### config.mk
export PLATFORM = sky130hd
export DESIGN_NAME = noc_router
export DESIGN_NICKNAME = d
export VERILOG_FILES = /design/src/design/noc_config_pkg.sv /design/src/design/noc_flit_pkg.sv /design/src/design/noc_router.sv /design/src/design/noc_switch.sv /design/src/design/noc_input_unit.sv
export VERILOG_INCLUDE_DIRS = /design/src /design/src/include
export SDC_FILE = /design/constraint.sdc
export NUM_CORES = 1
export LEC_CHECK = 0
export BUFFER_PORTS_ARGS = -buffer_cell sky130_fd_sc_hd__buf_2
export CAP_MARGIN = 20
export CORE_ASPECT_RATIO = 1.2
export CORE_MARGIN = 3
export CORE_UTILIZATION = 39
export CTS_CLUSTER_SIZE = 8
export DETAILED_ROUTE_END_ITERATION = 10
export GPL_TIMING_DRIVEN = 1
export HOLD_SLACK_MARGIN = 0.02
export PLACE_DENSITY = 0.67
export SLEW_MARGIN = 30
export SYNTH_ARGS = -nofsm -noshare
export SYNTH_HDL_FRONTEND = slang
export SYNTH_HIERARCHICAL = 1
export SYNTH_SLANG_ARGS = --single-unit
### constraint.sdc
create_clock -name clk -period 4.82 [get_ports clk]
set_input_delay 0 -clock clk [delete_from_list [all_inputs] [get_ports clk]]
set_output_delay 0 -clock clk [all_outputs]
set_load 0.1 [all_outputs]
### src/include/noc_macros.svh
`ifndef NOC_MACROS_SVH
`define NOC_MACROS_SVH

// ~~~~~~~~~~~~~~~~~~~~~~~~~~~~~~
// mesh geometry.
// ~~~~~~~~~~~~~~~~~~~~~~~~~~~~~~

`define NOC_COORD_W 2     // bits per x or y coordinate.

// ~~~~~~~~~~~~~~~~~~~~~~~~~~~~~~
// flit payload and buffering.
// ~~~~~~~~~~~~~~~~~~~~~~~~~~~~~~

`define NOC_DATA_W 16     // payload bits per flit.

`define NOC_FIFO_DEPTH 4  // entries per input buffer.

`endif
### src/design/noc_config_pkg.sv
`default_nettype none

`include "noc_macros.svh"

package noc_config_pkg;

  // ~~~~~~~~~~~~~~~~~~~~~~~~~~~~~~
  // node addressing.
  // ~~~~~~~~~~~~~~~~~~~~~~~~~~~~~~

  typedef struct packed {
    logic [`NOC_COORD_W-1:0] x;  // column.
    logic [`NOC_COORD_W-1:0] y;  // row.
  } coord_t;

  // ~~~~~~~~~~~~~~~~~~~~~~~~~~~~~~
  // output port selection.
  // ~~~~~~~~~~~~~~~~~~~~~~~~~~~~~~

  typedef enum logic [0:0] {
    OUT_LOCAL   = 1'b0,  // eject to the attached core.
    OUT_FORWARD = 1'b1   // pass on toward the next node.
  } out_port_e;

endpackage

`default_nettype wire

### src/design/noc_flit_pkg.sv
`default_nettype none

`include "noc_macros.svh"

package noc_flit_pkg;

  // ~~~~~~~~~~~~~~~~~~~~~~~~~~~~~~
  // flit format.
  // ~~~~~~~~~~~~~~~~~~~~~~~~~~~~~~

  // head and tail both set for a single-flit packet.
  typedef struct packed {
    logic                    head;  // first flit of a packet.
    logic                    tail;  // last flit of a packet.
    noc_config_pkg::coord_t  dest;  // only looked at on head flits.
    logic [`NOC_DATA_W-1:0]  data;
  } flit_t;

  // ~~~~~~~~~~~~~~~~~~~~~~~~~~~~~~
  // input unit to switch.
  // ~~~~~~~~~~~~~~~~~~~~~~~~~~~~~~

  typedef struct packed {
    flit_t                      flit;
    noc_config_pkg::out_port_e  port;  // route held for the whole packet.
  } flit_req_t;

endpackage

`default_nettype wire

### src/design/noc_router.sv
`timescale 1ns/1ns
`default_nettype none

module noc_router #(
  parameter int unsigned MY_X = 0,
  parameter int unsigned MY_Y = 0
) (
  input  logic                 clk,
  input  logic                 rst_n_i,
  // from the attached core.
  input  logic                 local_in_valid_i,
  input  noc_flit_pkg::flit_t  local_in_flit_i,
  output logic                 local_in_ready_o,
  // from the west neighbor.
  input  logic                 west_in_valid_i,
  input  noc_flit_pkg::flit_t  west_in_flit_i,
  output logic                 west_in_ready_o,
  // eject to the core.
  output logic                 local_out_valid_o,
  output noc_flit_pkg::flit_t  local_out_flit_o,
  input  logic                 local_out_ready_i,
  // toward the next node.
  output logic                 fwd_out_valid_o,
  output noc_flit_pkg::flit_t  fwd_out_flit_o,
  input  logic                 fwd_out_ready_i
);

  // index 0 is the local input, index 1 the west input.
  logic [1:0]                     req_valid;
  noc_flit_pkg::flit_req_t [1:0]  req;
  logic [1:0]                     req_ready;

  noc_input_unit #(
    .MY_X (MY_X),
    .MY_Y (MY_Y)
  ) u_in_local (
    .clk         (clk),
    .rst_n_i     (rst_n_i),
    .in_valid_i  (local_in_valid_i),
    .in_flit_i   (local_in_flit_i),
    .in_ready_o  (local_in_ready_o),
    .req_valid_o (req_valid[0]),
    .req_o       (req[0]),
    .req_ready_i (req_ready[0])
  );

  noc_input_unit #(
    .MY_X (MY_X),
    .MY_Y (MY_Y)
  ) u_in_west (
    .clk         (clk),
    .rst_n_i     (rst_n_i),
    .in_valid_i  (west_in_valid_i),
    .in_flit_i   (west_in_flit_i),
    .in_ready_o  (west_in_ready_o),
    .req_valid_o (req_valid[1]),
    .req_o       (req[1]),
    .req_ready_i (req_ready[1])
  );

  noc_switch u_switch (
    .clk           (clk),
    .rst_n_i       (rst_n_i),
    .req_valid_i   (req_valid),
    .req_i         (req),
    .req_ready_o   (req_ready),
    .local_valid_o (local_out_valid_o),
    .local_flit_o  (local_out_flit_o),
    .local_ready_i (local_out_ready_i),
    .fwd_valid_o   (fwd_out_valid_o),
    .fwd_flit_o    (fwd_out_flit_o),
    .fwd_ready_i   (fwd_out_ready_i)
  );

endmodule

`default_nettype wire

### src/design/noc_switch.sv
`timescale 1ns/1ns
`default_nettype none

module noc_switch (
  input  logic                           clk,
  input  logic                           rst_n_i,
  input  logic [1:0]                     req_valid_i,
  input  noc_flit_pkg::flit_req_t [1:0]  req_i,
  output logic [1:0]                     req_ready_o,
  output logic                           local_valid_o,
  output noc_flit_pkg::flit_t            local_flit_o,
  input  logic                           local_ready_i,
  output logic                           fwd_valid_o,
  output noc_flit_pkg::flit_t            fwd_flit_o,
  input  logic                           fwd_ready_i
);

  localparam int N_IN  = 2;
  localparam int N_OUT = 2;
  localparam int IDX_W = $clog2(N_IN);

  localparam int LOC = int'(noc_config_pkg::OUT_LOCAL);
  localparam int FWD = int'(noc_config_pkg::OUT_FORWARD);

  typedef logic [IDX_W-1:0] idx_t;

  logic [N_IN-1:0]      port_req [N_OUT];  // inputs asking for each output.
  logic [N_IN-1:0]      grant    [N_OUT];
  logic [N_OUT-1:0]     pick_valid;
  idx_t                 pick_idx [N_OUT];
  logic [N_OUT-1:0]     load;
  noc_flit_pkg::flit_t  win_flit [N_OUT];
  logic [N_OUT-1:0]     out_ready;

  logic [N_OUT-1:0]     out_valid_q;
  noc_flit_pkg::flit_t  out_flit_q [N_OUT];
  logic [N_OUT-1:0]     lock_q;            // packet in flight on this output.
  idx_t                 lock_idx_q [N_OUT];
  idx_t                 prio_q     [N_OUT]; // input favored next.

  assign out_ready[LOC] = local_ready_i;
  assign out_ready[FWD] = fwd_ready_i;

  // ~~~~~~~~~~~~~~~~~~~~~~~~~~~~~~
  // arbitration.
  // ~~~~~~~~~~~~~~~~~~~~~~~~~~~~~~

  always_comb begin
    idx_t cand;
    cand        = '0;
    req_ready_o = '0;
    for (int o = 0; o < N_OUT; o++) begin
      for (int i = 0; i < N_IN; i++) begin
        port_req[o][i] = req_valid_i[i] && (int'(req_i[i].port) == o);
      end
      pick_valid[o] = 1'b0;
      pick_idx[o]   = prio_q[o];
      if (lock_q[o]) begin
        pick_valid[o] = port_req[o][lock_idx_q[o]];  // owner only, may stall.
        pick_idx[o]   = lock_idx_q[o];
      end else begin
        // scan down so the favored input wins last.
        for (int k = N_IN - 1; k >= 0; k--) begin
          cand = idx_t'((int'(prio_q[o]) + k) % N_IN);
          if (port_req[o][cand]) begin
            pick_valid[o] = 1'b1;
            pick_idx[o]   = cand;
          end
        end
      end
      load[o] = pick_valid[o] && (!out_valid_q[o] || out_ready[o]);
      for (int i = 0; i < N_IN; i++) begin
        grant[o][i]    = load[o] && (pick_idx[o] == idx_t'(i));
        req_ready_o[i] = req_ready_o[i] | grant[o][i];
      end
      win_flit[o] = req_i[pick_idx[o]].flit;
    end
  end

  always_ff @(posedge clk) begin
    if (!rst_n_i) begin
      out_valid_q <= '0;
      lock_q      <= '0;
      for (int o = 0; o < N_OUT; o++) begin
        lock_idx_q[o] <= '0;
        prio_q[o]     <= '0;  // local input first.
      end
    end else begin
      for (int o = 0; o < N_OUT; o++) begin
        if (load[o]) begin
          out_valid_q[o] <= 1'b1;
          if (win_flit[o].tail) begin
            lock_q[o] <= 1'b0;
            prio_q[o] <= idx_t'((int'(pick_idx[o]) + 1) % N_IN);
          end else begin
            lock_q[o]     <= 1'b1;
            lock_idx_q[o] <= pick_idx[o];
          end
        end else if (out_ready[o]) begin
          out_valid_q[o] <= 1'b0;
        end
      end
    end
  end

  // ~~~~~~~~~~~~~~~~~~~~~~~~~~~~~~
  // output registers.
  // ~~~~~~~~~~~~~~~~~~~~~~~~~~~~~~

  always_ff @(posedge clk) begin
    for (int o = 0; o < N_OUT; o++) begin
      if (load[o]) begin
        out_flit_q[o] <= win_flit[o];
      end
    end
  end

  assign local_valid_o = out_valid_q[LOC];
  assign local_flit_o  = out_flit_q[LOC];
  assign fwd_valid_o   = out_valid_q[FWD];
  assign fwd_flit_o    = out_flit_q[FWD];

  // ~~~~~~~~~~~~~~~~~~~~~~~~~~~~~~
  // checks.
  // ~~~~~~~~~~~~~~~~~~~~~~~~~~~~~~

  for (genvar g_o = 0; g_o < N_OUT; g_o++) begin : g_out_chk
    // at most one winner, and never anyone but the lock owner.
    a_grant_onehot : assert property (@(posedge clk) disable iff (!rst_n_i)
      $onehot0(grant[g_o]) &&
      (!lock_q[g_o] || grant[g_o] == '0 || grant[g_o][lock_idx_q[g_o]]));

    a_hold_stable : assert property (@(posedge clk) disable iff (!rst_n_i)
      out_valid_q[g_o] && !out_ready[g_o] |=>
        out_valid_q[g_o] && $stable(out_flit_q[g_o]));
  end

  for (genvar g_i = 0; g_i < N_IN; g_i++) begin : g_in_chk
    a_single_output : assert property (@(posedge clk) disable iff (!rst_n_i)
      $onehot0({grant[FWD][g_i], grant[LOC][g_i]}));
  end

endmodule

`default_nettype wire

### src/design/noc_input_unit.sv
`timescale 1ns/1ns
`default_nettype none

`include "noc_macros.svh"

module noc_input_unit #(
  parameter int unsigned MY_X = 0,
  parameter int unsigned MY_Y = 0
) (
  input  logic                     clk,
  input  logic                     rst_n_i,
  input  logic                     in_valid_i,
  input  noc_flit_pkg::flit_t      in_flit_i,
  output logic                     in_ready_o,
  output logic                     req_valid_o,
  output noc_flit_pkg::flit_req_t  req_o,
  input  logic                     req_ready_i
);

  localparam int DEPTH = `NOC_FIFO_DEPTH;
  localparam int PTR_W = (DEPTH > 1) ? $clog2(DEPTH) : 1;

  localparam noc_config_pkg::coord_t MY_COORD = '{
    x: `NOC_COORD_W'(MY_X),
    y: `NOC_COORD_W'(MY_Y)
  };

  // ~~~~~~~~~~~~~~~~~~~~~~~~~~~~~~
  // input fifo.
  // ~~~~~~~~~~~~~~~~~~~~~~~~~~~~~~

  noc_flit_pkg::flit_t  mem_q [DEPTH];
  logic [PTR_W-1:0]     wr_ptr_q;
  logic [PTR_W-1:0]     rd_ptr_q;
  logic [PTR_W:0]       count_q;
  logic                 full;
  logic                 empty;
  logic                 push;
  logic                 pop;

  assign full  = (count_q == (PTR_W + 1)'(DEPTH));
  assign empty = (count_q == '0);

  assign in_ready_o  = !full;
  assign req_valid_o = !empty;

  assign push = in_valid_i && in_ready_o;
  assign pop  = req_valid_o && req_ready_i;

  always_ff @(posedge clk) begin
    if (!rst_n_i) begin
      wr_ptr_q <= '0;
      rd_ptr_q <= '0;
      count_q  <= '0;
    end else begin
      if (push) begin
        wr_ptr_q <= (wr_ptr_q == PTR_W'(DEPTH - 1)) ? '0 : wr_ptr_q + 1'b1;
      end
      if (pop) begin
        rd_ptr_q <= (rd_ptr_q == PTR_W'(DEPTH - 1)) ? '0 : rd_ptr_q + 1'b1;
      end
      if (push && !pop) begin
        count_q <= count_q + 1'b1;
      end else if (pop && !push) begin
        count_q <= count_q - 1'b1;
      end
    end
  end

  always_ff @(posedge clk) begin
    if (push) begin
      mem_q[wr_ptr_q] <= in_flit_i;
    end
  end

  // ~~~~~~~~~~~~~~~~~~~~~~~~~~~~~~
  // xy route.
  // ~~~~~~~~~~~~~~~~~~~~~~~~~~~~~~

  noc_flit_pkg::flit_t        head_flit;
  noc_config_pkg::out_port_e  head_route;
  noc_config_pkg::out_port_e  route_q;

  assign head_flit = mem_q[rd_ptr_q];

  // only two outputs on this slice, so anything not for us goes forward.
  assign head_route = (head_flit.dest == MY_COORD) ? noc_config_pkg::OUT_LOCAL
                                                    : noc_config_pkg::OUT_FORWARD;

  always_ff @(posedge clk) begin
    if (!rst_n_i) begin
      route_q <= noc_config_pkg::OUT_LOCAL;
    end else if (pop && head_flit.head) begin
      route_q <= head_route;  // held for body and tail.
    end
  end

  assign req_o.flit = head_flit;
  assign req_o.port = head_flit.head ? head_route : route_q;

  // ~~~~~~~~~~~~~~~~~~~~~~~~~~~~~~
  // checks.
  // ~~~~~~~~~~~~~~~~~~~~~~~~~~~~~~

  // a push into a full buffer would move the write pointer.
  a_no_push_full : assert property (@(posedge clk) disable iff (!rst_n_i)
    full && !pop |=> full && $stable(wr_ptr_q));

  // a pop from an empty buffer would move the read pointer.
  a_no_pop_empty : assert property (@(posedge clk) disable iff (!rst_n_i)
    empty && !push |=> empty && $stable(rd_ptr_q));

endmodule

`default_nettype wire

==> results of run 1 <==
Yosys cell counts, types with 2 or more instances:
cell type  instances  area, µm²
edfxtp_1         224       6730
mux2_2            42        473
mux4_2            27        608
dfxtp_1           24        480
inv_1             18       67.6
mux4_1            17        447
a21oi_1           14       70.1
nor2_1            13       48.8
ha_1              12        150
nand2_1           11       41.3
and3_1            10       62.6
o21ai_0            9       45.0
or3_1              6       37.5
a211oi_1           5       37.5
buf_6              5       56.3
buf_2              4       20.0
mux2i_1            4       40.0
nand3_1            4       20.0
xor2_1             4       35.0
a31oi_1            3       18.8
buf_4              3       22.5
nand4_1            3       18.8
nor2b_1            3       18.8
buf_1              2       7.51
fa_1               2       40.0
nor3b_1            2       15.0
nor4_2             2       25.0
o31ai_1            2       15.0
or2b_1             2       15.0
or4_1              2       15.0
logic make-up after synthesis:
group,after synthesis,share of synthesized area
flip-flops,248,0.729
multiplexers,90,0.159
AND/OR/NAND/NOR,65,0.0385
AO/OA/AOI/OAI,47,0.0326
buffers and inverters,34,0.0189
adder cells (fa/ha/maj),14,0.0192
XOR/XNOR,4,0.00354
layout make-up:
type / count / share of cell area
flip-flops and latches: 248 / 0.588
inverters: 19 / 0.00623
clock inverters: 2 / 0.00143
multi-input cells: 220 / 0.205
clock buffers: 49 / 0.0792
well taps: 325 / 0.0332
repair buffers: 157 / 0.0872
path summary, 6_finish.rpt:
kind / endpoint / startpoint / slack, ps / cells after the start
setup / recovery: u_in_local/count_q[2]$_SDFFE_PN0P_ / register / 510 / 14
hold / removal: u_in_west/mem_q[3][6]$_DFFE_PP_ / west_in_flit_i[6] / 260 / 2
setup reg to reg: u_in_local/count_q[2]$_SDFFE_PN0P_ / register / 510 / 14
hold reg to reg: u_in_west/rd_ptr_q[0]$_SDFFE_PN0P_ / u_in_west/rd_ptr_q[0]$_SDFFE_PN0P_ / 510 / 2
worst reg2reg max path, stage by stage, from the launching register on:
cell and delay (ps):
dfxtp_2 500, mux4_1 660, nor4_2 340, a21oi_1 220
a21bo_2 280, a211oi_1 310, a21oi_2 140, a22o_2 260
o31ai_1 160, ha_1 300, inv_1 60, fa_1 370
xor2_1 160, or3_1 320, a21oi_1 160
metrics by stage:
stage	utilization	hold WS, ps	instance area [µm²]	std cells
final	0.494	262	12300	1020
after global routing	0.494	258	12300	1020
after CTS	0.493	232	12300	1020
after detailed placement	0.432	215	10700	916
after global placement	0.432	208	10700	916
after floorplan	-	98.9	9890	502
registers in the layout, indices dropped and copies added, names as in the netlist, named ones only:
name	flops
u_switch/lock_idx_q	2
u_in_local/count_q	3
u_switch/prio_q	2
u_in_local/wr_ptr_q	2
u_in_west/rd_ptr_q	2
u_in_west/route_q	1
u_switch/out_flit_q	44
u_in_west/mem_q	88
u_switch/out_valid_q	2
u_in_local/route_q	1
u_in_west/count_q	3
u_switch/lock_q	2
u_in_west/wr_ptr_q	2
u_in_local/rd_ptr_q	2
u_in_local/mem_q	88
repair_timing:
| item | CTS | global route |
|---|---|---|
| hold endpoints to repair | 191 | 0 |
| endpoints found under the setup margin | 0 | 1 |
| hold buffers | 53 | 0 |
| gates resized for setup | 0 | 1 |
routing by layer:
metal,global-route usage,routed length (µm),vias up,part of all wire
met3,0.0448,1830,34,0.090
met2,0.251,10100,220,0.50
li1,-,-,2411,-
met5,0,0,-,0
met4,0.0377,356,0,0.017
met1,0.197,8020,2688,0.39
==> impl_summary.md, run 1 <==
Synthesis
The main flop type after synthesis is edfxtp_1. In this run the cell area of the synthesized design comes to between 9000 and 10000 µm². The number of synthesized register bits is between 200 and 250.

Synthesis produced a netlist with a net count of 566. The synthesized design contains approximately 220 enable-type register cells. The number of unique standard cell types used by synthesis is 53.

In this run the mean area of a mapped cell was roughly 20 µm². The fraction of synthesis flops using an asynchronous set or reset pin is 0. The number of synthesis warnings is 6.

Synthesis produced approximately 500 cells. Of the synthesized area, sequential elements account for 0.729.

Global routing
Entering global routing, the biggest net connects 27 pins. The total congestion overflow after global routing is 0. The via count of the first global-routing pass is 5618.

The overall fraction of global-route tracks in use is 0.152. The first global-routing pass estimated 31800 µm of wire. The number of antenna violations at the first check in global routing is 0.

Timing
In the final timing run, aggregate negative setup slack is 0 ps. In the post-route analysis, the smallest setup slack over all paths is slightly above 500 ps. Timing would allow up to 232 MHz.

Clock skew on the completed layout was measured at ~16 ps. In the finished design, the share of the clock period the worst path needs comes to 0.893. The number of failing setup endpoints in the final timing report is 0. Measured against its own limit, the worst slew margin works out to 0.567. The number of hold-slack violations in the final timing report is 0.

The slew at the pin with the worst max-slew slack is between 600 and 700 ps. The worst path needs 4310 ps of the cycle, external delays included. The final number of max-transition violations is 0.

Setup repair after global routing left no endpoint under its margin.

Routing
The residual DRC count is 0. The number of iterations in the first detailed-routing pass is 6. The remaining antenna violation count is 0. Dividing the detail-routed via count by the number of cells gives around 5.2. The number of design-rule violations left by the first detailed-router iteration is 409. Wires add up to 20400 µm. After detailed routing, the average wire length per cell comes to 20.0 µm. Summing over every cut layer, the via total after detailed routing is between 5000 and 6000.

Finish
From synthesis to final layout, the design area changed by 23.9%. The leading cell type in the layout, fill and taps excluded is edfxtp_1. The share of cells above drive strength 1 is 0.332. The final-layout fill cell count is 2023. Summing all flip-flop and latch instances after layout gives slightly above 7000 µm². The repair_antennas step left the layout with diodes totalling 0. For this run, the post-layout net count is between 700 and 800.

In the layout the commonest cells are edfxtp_1, buf_2, dlygate4sd3_1, mux2_2, clkbuf_16. The combined area of the multi-input logic cells is 2510 µm².

Clock tree
The number of setup buffers added after CTS is 0. The later-pin clock latency in the skew report is approximately 490 ps. Counting the buffers created by CTS gives 36. CTS built an H-tree with a depth of 2.

The clock tree from TritonCTS is built. For this design, the sink count on the clock tree is roughly 250. The buffer levels on the longest clock path is 3. The root cell of the clock tree is clkbuf_16.

The clock slew seen by the registers of the worst setup and hold paths is about 50 ps.

Critical path
The cell with the most instances on the worst path is a21oi_1. In this design, the stage delay of the slowest critical-path cell is 660 ps. The kind of critical path is reg -> reg. On the critical path the largest part of the delay comes from compound AO/OA/AOI/OAI gates. The total buffers and inverters traversed by the critical path is 1. The worst setup path is captured at a register. STA classifies the critical path startpoint as a register. Walking the worst path, the cells encountered are mux4_1, nor4_2, a21oi_1, a21bo_2, a211oi_1, a21oi_2, a22o_2, o31ai_1, ha_1, inv_1, fa_1, xor2_1, or3_1, a21oi_1. At the worst endpoint, the required time is roughly 5200 ps.

For the worst setup path, the data arrival time is about 4700 ps. In this run the worst path has a maximum fanout of 9. The worst-path cell with the longest stage delay is mux4_1.

Floorplanning
The overall die height is 180 µm. The core region is 24800 µm². The die covers 27300 µm². between 90 and 100 I/O pins were placed.

The chip width is ~150 µm. Row generation in the floorplan step produced 63 rows. The initial standard-cell utilization of the core is 0.398.

Place
The number of buffers added on ports is 97. The HPWL after detailed placement is 13300 µm. OpenSTA, run right after detailed placement, puts the worst setup slack at between 300 and 400 ps. The congestion estimate from routability-driven global placement came to 0.906.

Worst hold path
The worst hold path belongs to the class in -> reg.

Flow run
Max-cap violations in this run came to 0.

Outcome
The run finished with clean final reports.
Power of run 1 is not shown: default switching activity piles up to over one toggle a cycle in this logic, so the estimate is an artifact.
==> run 2, diff against run 1 <==
--- a/config.mk
+++ b/config.mk
@@ -16,6 +16,7 @@
 export GPL_TIMING_DRIVEN = 1
 export HOLD_SLACK_MARGIN = 0.02
 export PLACE_DENSITY = 0.67
+export RECOVER_POWER = 100
 export SLEW_MARGIN = 30
 export SYNTH_ARGS = -nofsm -noshare
 export SYNTH_HDL_FRONTEND = slang
==> run 2 against run 1 <==
  * The run now ends with capacitance limit, slew limit left
  * Global-route usage stayed put
  * Die area stayed put
  * Setup slack worse by 81 ps
  * Register-to-register slack worse by 80 ps
  * Clock skew is 1.0 ps higher
  * Sequential share of layout area is 0.80 points higher
  * Cell area is 1.3% lower
  * Routed wire length hardly changed
  * Fmax is 1.9% lower
==> impl_summary.md, run 2 (synthesis gave the netlist of run 1 again) <==
Finish
In the final layout, flip-flops and latches occupy a little over 7000 µm². The layout has between 2000 and 2500 filler cells. The layout overhead on the synthesized area is 22.2%.

The combined area of the multi-input logic cells is around 2500 µm². The largest registers in the layout are u_in_local/mem_q: 88 flops, u_in_west/mem_q: 88 flops, u_switch/out_flit_q: 44 flops. The top cell types in the final layout, fill and taps aside, are edfxtp_1, clkbuf_1, dlygate4sd3_1, clkbuf_16, mux2_2. In the final design database the tool counted roughly 750 nets.

The share of cells above drive strength 1 is 0.167. The leading cell type in the layout, fill and taps excluded is edfxtp_1. The final antenna diode count is 0.

Timing
The number of hold-slack violations in the final timing report is 0. Between clock sinks in the finished design, the worst skew comes to around 17 ps. The slew at the pin with the worst max-slew slack is 1520 ps.

The peak clock frequency supported by timing is 228 MHz. The number of failing setup endpoints in the final timing report is 0. For the final routed database, the setup TNS stands at 0 ps. The final hold slack is 308 ps.

After layout, the minimum clock period comes to roughly 4400 ps. The final number of max-transition violations was 26. Setup repair after global routing left no endpoint under its margin. The worst relative slew slack is -0.0102. The fraction of the cycle the final worst path needs is 0.910.

Outcome
The run finished, with violations left. The final reports fail on capacitance limit, slew limit.

Global routing
The via count of the first global-routing pass came to roughly 5600. For met2 alone, demand over resource in global routing was 0.251. The pin count of the biggest net entering global routing is 27.

In this run the most used layer during global routing was met2. The number of antenna violations at the first check in global routing was 0. The total congestion overflow after global routing is 0. The wire length of the first global-routing pass is ~32000 µm. Across every metal layer, demand over resource in global routing totals 0.152. The met3 track demand over resource in global routing is 0.0448. For this run, global-route usage on met1 was measured as 0.197.

Worst hold path
The hold-critical path depth is 2. The type of the most critical hold path is in -> reg.

Critical path
The required time of the worst setup path is 5110 ps. Counting both buffers and inverters, the worst setup path holds a total of 1. The cell that appears most often on the critical path is a21oi_1. The worst setup path is captured at a register.

The launching element type of the critical path is a register. Walking the worst path, the cells encountered are mux4_1, nor4_2, a21oi_1, or2b_1, a21oi_1, o31a_1, clkbuf_1, o211ai_1, a211oi_1. In this run the critical register-to-register path is captured at u_switch/lock_idx_q[0][1]$_SDFFCE_PN0P_. Following the worst setup path forward leads to its endpoint at u_switch/lock_idx_q[0][1]$_SDFFCE_PN0P_. Setup slack on the worst reg-to-reg path comes out at around 430 ps.

In this run the worst path has a maximum fanout of 26. Data arrives at the worst endpoint at about 4700 ps. The largest single stage delay on the critical path is between 1000 and 1500 ps.

The number of cells on the worst reg-to-reg path is 9. The worst-path cell with the longest stage delay is clkbuf_1. The critical path crosses 9 cells after its start point. The kind of critical path is reg -> reg. The kind of cell with the highest combined delay along the critical path is compound AO/OA/AOI/OAI gates.

Routing
The residual DRC count is 0. The detail route stage leaves a number of antenna-violating nets equal to 0. Across all layers, the routed design uses 5330 vias. For this block, the routed nets add up to just over 20000 µm of wire. In the routed layout, each cell is associated on average with a via count of 5.23. Dividing the detail-routed wire length by the instance count gives roughly 20 µm. The first TritonRoute pass finished after 5 iterations.

The detailed router finished its first iteration with ~440 violations.

Clock tree
The root cell of the clock tree is clkbuf_16. The buffer levels on the longest clock path is 3. For this design, the sink count on the clock tree is 248.

TritonCTS created 36 clock buffers. After clock tree synthesis, the clock-pin slew on the worst setup and hold paths is 50 ps. The later-pin clock latency in the skew report is around 500 ps.

TritonCTS built the clock tree. The number of setup buffers added after CTS is 0. The number of levels the H-tree was split into is 2.

Flow run
The number of maximum-capacitance constraint violations is 1.

Place
Routability-driven placement finished with a final weighted congestion of 0.906. The HPWL after detailed placement is between 10000 and 15000 µm. Input and output buffers added on the ports amount to 97.

Floorplanning
The initial standard-cell utilization of the core is 0.398. The die is roughly 180 µm tall. The die covers 27300 µm². After floorplanning, the core was divided into 63 placement rows. The total I/O pin count is 98. The total area inside the core boundary comes to about 25000 µm². The chip width is 151 µm.
[run 2: cell count changes in the layout (fill, tap and decap cells not counted), moves of 3 or more]
| cell | before | now |
|---|---|---|
| buf_4 | 7 | 4 |
| mux2_2 | 42 | 34 |
| and3_1 | 2 | 10 |
| and3_2 | 8 | 0 |
| buf_2 | 97 | 5 |
| clkbuf_1 | 12 | 107 |
| mux2_1 | 0 | 8 |
[run 2: repair_timing]
| action | CTS | global route |
|---|---|---|
| resized for setup | 0 | 1 |
| endpoints found under the setup margin | 0 | 1 |
| hold buffers | 53 | 0 |
| hold endpoints to repair | 191 | 0 |
[run 2: routing by layer]
layer | share of wire | up-vias
met3 | 0.088 | 35
li1 | - | 2407
met1 | 0.39 | 2675
met5 | 0 | -
met2 | 0.50 | 213
met4 | 0.017 | 0
[run 2: worst min-delay path by stage]
stage,start,slack (ps),end
2_1_floorplan,local_in_flit_i[0],100,u_in_local/mem_q[0][0]$_DFFE_PP_
3_3_place_gp,west_in_flit_i[4],210,u_in_west/mem_q[1][4]$_DFFE_PP_
3_5_place_dp,local_in_flit_i[4],220,u_in_local/mem_q[3][4]$_DFFE_PP_
4_1_cts,west_in_flit_i[6],230,u_in_west/mem_q[2][6]$_DFFE_PP_
5_1_grt,west_in_flit_i[6],320,u_in_west/mem_q[2][6]$_DFFE_PP_
6_report,west_in_flit_i[6],310,u_in_west/mem_q[3][6]$_DFFE_PP_
[run 2: metrics by stage]
stage	instance area (µm²)	cells	utilization	worst slack, ps
CTS	12300	1020	0.493	344
finish	12100	1020	0.487	432
floorplan	9890	502	-	758
detailed placement	10700	916	0.432	368
global route	12100	1020	0.487	104
global placement	10700	916	0.432	527
[run 2: layout make-up]
| class | instances | share of cell area |
|---|---|---|
| Inverter | 19 | 0.00631 |
| Timing Repair Buffer | 157 | 0.0779 |
| Multi-Input combinational cell | 220 | 0.204 |
| Clock inverter | 2 | 0.00145 |
| Clock buffer | 49 | 0.0803 |
| Sequential cell | 248 | 0.596 |
| Tap cell | 325 | 0.0336 |
Power of run 2 is left out for the same reason.
==> run 3, diff against run 2 <==
--- a/config.mk
+++ b/config.mk
@@ -6,6 +6,7 @@
 export SDC_FILE = /design/constraint.sdc
 export NUM_CORES = 1
 export LEC_CHECK = 0
+export ABC_AREA = 1
 export BUFFER_PORTS_ARGS = -buffer_cell sky130_fd_sc_hd__buf_2
 export CAP_MARGIN = 20
 export CORE_ASPECT_RATIO = 1.2
@@ -15,7 +16,7 @@
 export DETAILED_ROUTE_END_ITERATION = 10
 export GPL_TIMING_DRIVEN = 1
 export HOLD_SLACK_MARGIN = 0.02
-export PLACE_DENSITY = 0.67
+export PLACE_DENSITY = 0.66
 export RECOVER_POWER = 100
 export SLEW_MARGIN = 30
 export SYNTH_ARGS = -nofsm -noshare
==> run 3 against run 2 <==
  * The flow still finishes with violations (capacitance limit, slew limit)
  * Routed wire length up 8.6%
  * Global-route usage is 0.33 points higher
  * Critical path depth is 6 higher
  * Register-to-register slack better by 420 ps
  * Flip-flop and latch count unchanged
  * Worst hold slack lost 7.3 ps
  * Via count up 24%
  * Core utilization down 0.80 points
  * Critical endpoint is now u_switch/out_valid_q[1]$_SDFFE_PN0P_
  * Highest routed layer unchanged
==> impl_summary.md, run 3 <==
Floorplanning
The total I/O pin count is a little under 100. The core box area is between 20000 and 30000 µm². The initial utilization of the core area, before any placement, comes to 0.399. The die is around 150 µm wide. In this run the vertical extent of the chip is 184 µm.

The floorplan has 64 rows. The area enclosed by the die boundary is about 28000 µm².

Timing
Based on the critical path, the design can be clocked at up to approximately 250 MHz. The slew at the pin with the worst max-slew slack is approximately 1500 ps. The final number of max-transition violations is between 40 and 50. Setup repair after global routing left no endpoint under its margin.

For the finished layout, the period the worst path requires is between 3000 and 4000 ps. Across all hold checks on the routed design, the worst slack comes to around 300 ps. Across the routed clock network, the largest skew measured is roughly 17 ps.

The sum of negative setup slack is 0 ps. Of the available clock period, the critical path in the final layout requires 0.824. The number of hold-slack violations in the final timing report was 0. The worst relative slew slack is -0.0173. Setup violations remaining at the end of the flow were counted as 0.

Critical path
The launching element type of the critical path is a register. The largest single stage delay on the critical path is around 1100 ps. On the critical path the largest part of the delay comes from buffers and inverters.

The cell with the most instances on the worst path is nand2_1. At the worst endpoint, the arrival time is around 4400 ps. The critical path runs through a total of 15 cells. The total buffers and inverters traversed by the critical path is 5. The critical path goes through buf_4, inv_8, nand2_1, nand3_1, nand2_1, nand2_2, nor2_1, o21ai_0, nand2_1, o21bai_1, a21oi_4, clkbuf_1, o21ai_0, dlygate4sd3_1, inv_1. The kind of critical path is reg -> reg.

The endpoint class of the critical path is a register. For this design, the slowest cell found on the critical path is clkbuf_1. The largest fanout on the critical path is 45. STA puts the critical path data required time at roughly 5300 ps. The number of cells on the worst reg-to-reg path is 15.

Routing
The residual DRC count is 0. In this run, the number of DRC markers left after iteration 0 of detailed routing was slightly below 500. For this run, the detailed router's first-pass iteration total came to 5. The mean routed wirelength per cell is 16.5 µm. The sum of routed wire length over all layers is 22100 µm. The routed design uses 10900 µm of met2 wire.

The count of nets left with antenna violations once routing finished came out at 0. The uppermost layer routed is met4. The routed metal-1 wirelength is around 9000 µm.

The routed design uses between 1000 and 1500 µm of met3 wire. The detailed-route via count is about 6600. The routed via count divided by cell count is 4.94.

Synthesis
Summing every instance area after synthesis gives 10300 µm². The number of synthesis warnings is 6. The part of the Yosys area used for sequential elements is 0.703. After synthesis, the cell types taking the most area are edfxtp_1, o21ai_0, dfxtp_1. Counting distinct cell types in the post-synthesis netlist gives 32. The largest total area in the synthesized netlist belongs to edfxtp_1. The fraction of synthesis flops using an asynchronous set or reset pin is 0. Counting instances in the post-synthesis netlist gives the leading cell types as edfxtp_1, nand2_1, o21ai_0, nor2_1, inv_1. The cell count after synthesis is around 830. By instance count, the leading cell after synthesis is edfxtp_1. The share of synthesized area in the top cell type comes to 0.656. Counting every net in the synthesized netlist gives 898. Yosys mapped a number of flops with a built-in enable equal to between 200 and 250.

The synthesized design contains 248 register bits. The most used flip-flop cell after synthesis is edfxtp_1. The mean instance size in the synthesized netlist is 12.3 µm².

Finish
The final-stage net count is 1064. The largest registers in the layout are u_in_local/mem_q: 88 flops, u_in_west/mem_q: 88 flops, u_switch/out_flit_q: 44 flops. The leading cell type in the layout, fill and taps excluded is edfxtp_1. Compared with the post-synthesis result, the final layout area differs by 20.1%. The share of cells above drive strength 1 is 0.0899.

The final antenna diode count is 0. Leaving out fill and tap cells, the most frequent cells in the layout are edfxtp_1, nand2_1, clkbuf_1, o21ai_0, nor2_1. Excluding fillers, the count of instances in the completed layout stands at between 1000 and 1500.

The final-layout fill cell count is between 2000 and 2500. With fillers left out, the area of the finished cells amounts to between 10000 and 15000 µm².

Place
The number of cells in the design after placement is between 1000 and 1500. The weighted congestion reported at the end of routability-driven placement is ~0.8. The area after detailed placement is 11000 µm².

Port buffering added 97 buffers. The HPWL after detailed placement is about 14000 µm.

Global routing
The first global-routing pass estimated between 30000 and 40000 µm of wire. The total congestion overflow after global routing is 0. The via count of the first global-routing pass was roughly 6500. Entering global routing, the biggest net connects 46 pins.

In the global route stage, overall resource usage came out at 0.155. The number of antenna violations at the first check in global routing is 0.

Clock tree
Once the clock tree was built, the resizer swapped 0 gates to a different size. In this run the clock root is driven by a clkbuf_16. TritonCTS built the clock tree.

The clock slew seen by the registers of the worst setup and hold paths is 50 ps. The number of buffers added by the clock tree synthesis step is 36. In this run the number of H-tree levels came out at 2.

No sink is reached through more buffers than the 3 on the longest clock path. At the later pin of the worst-skew pair, clock insertion delay measures approximately 500 ps. The number of clock sinks seen by CTS is about 250.

Worst hold path
The type of the most critical hold path is in -> reg. Along the worst hold path, the cell count comes to 2.

Outcome
The run finished, with violations left. The checks that failed: capacitance limit, slew limit.

Flow run
Across the run, the number of max-cap violations was 2.
## run 3: timing repair
action,in CTS,in global routing
endpoints found under the hold margin,200,0
hold buffers,51,0
buffers inserted,0,0
## run 3: logic make-up (layout without fill, tap and decap cells)
group,count (synthesis),count (layout),synth area share
flops,248,248,0.703
simple gates,265,265,0.115
fa+ha+maj,14,14,0.0186
buf+inv,120,298,0.0605
xor+xnor,2,2,0.00171
compound gates,185,185,0.101
## run 3: final timing paths
| kind | startpoint | to | slack, ps |
|---|---|---|---|
| max | register | u_switch/out_valid_q[1]$_SDFFE_PN0P_ | 850 |
| min | west_in_flit_i[20] | u_in_west/mem_q[1][20]$_DFFE_PP_ | 300 |
| max reg2reg | register | u_switch/out_valid_q[1]$_SDFFE_PN0P_ | 850 |
| min reg2reg | u_in_west/count_q[1]$_SDFFE_PN0P_ | u_in_west/count_q[1]$_SDFFE_PN0P_ | 490 |
## run 3: per-layer routing
layer,GRT usage,vias to the layer above
met5,0,-
met4,0.0544,0
met3,0.0318,39
met2,0.261,195
met1,0.201,3160
li1,-,3241
## run 3: per-stage QoR
stage           util  setup WS (ps)
2_1_floorplan      -           1500
3_3_place_gp   0.428           1300
3_5_place_dp   0.428           1160
4_1_cts        0.487           1100
5_1_grt        0.479            381
6_report       0.479            851
## run 3: layout make-up
type                       count  area [µm²]  area share
clock buffer                  49         992      0.0806
timing repair buffer         164         956      0.0777
inverter                      84         330      0.0268
sequential                   248        7210       0.585
multi-input combinational    466        2390       0.195
tap                          330         413      0.0335
clock inverter                 1        16.3     0.00132
## run 3: worst register-to-register path: stages (launching register included)
cell,delay [ps]
dfxtp_1,290
buf_4,260
inv_8,300
nand2_1,120
nand3_1,100
nand2_1,100
nand2_2,80
nor2_1,60
o21ai_0,210
nand2_1,120
o21bai_1,200
a21oi_4,130
clkbuf_1,1120
o21ai_0,150
dlygate4sd3_1,620
inv_1,50
Power of run 3 is left out for the same reason.
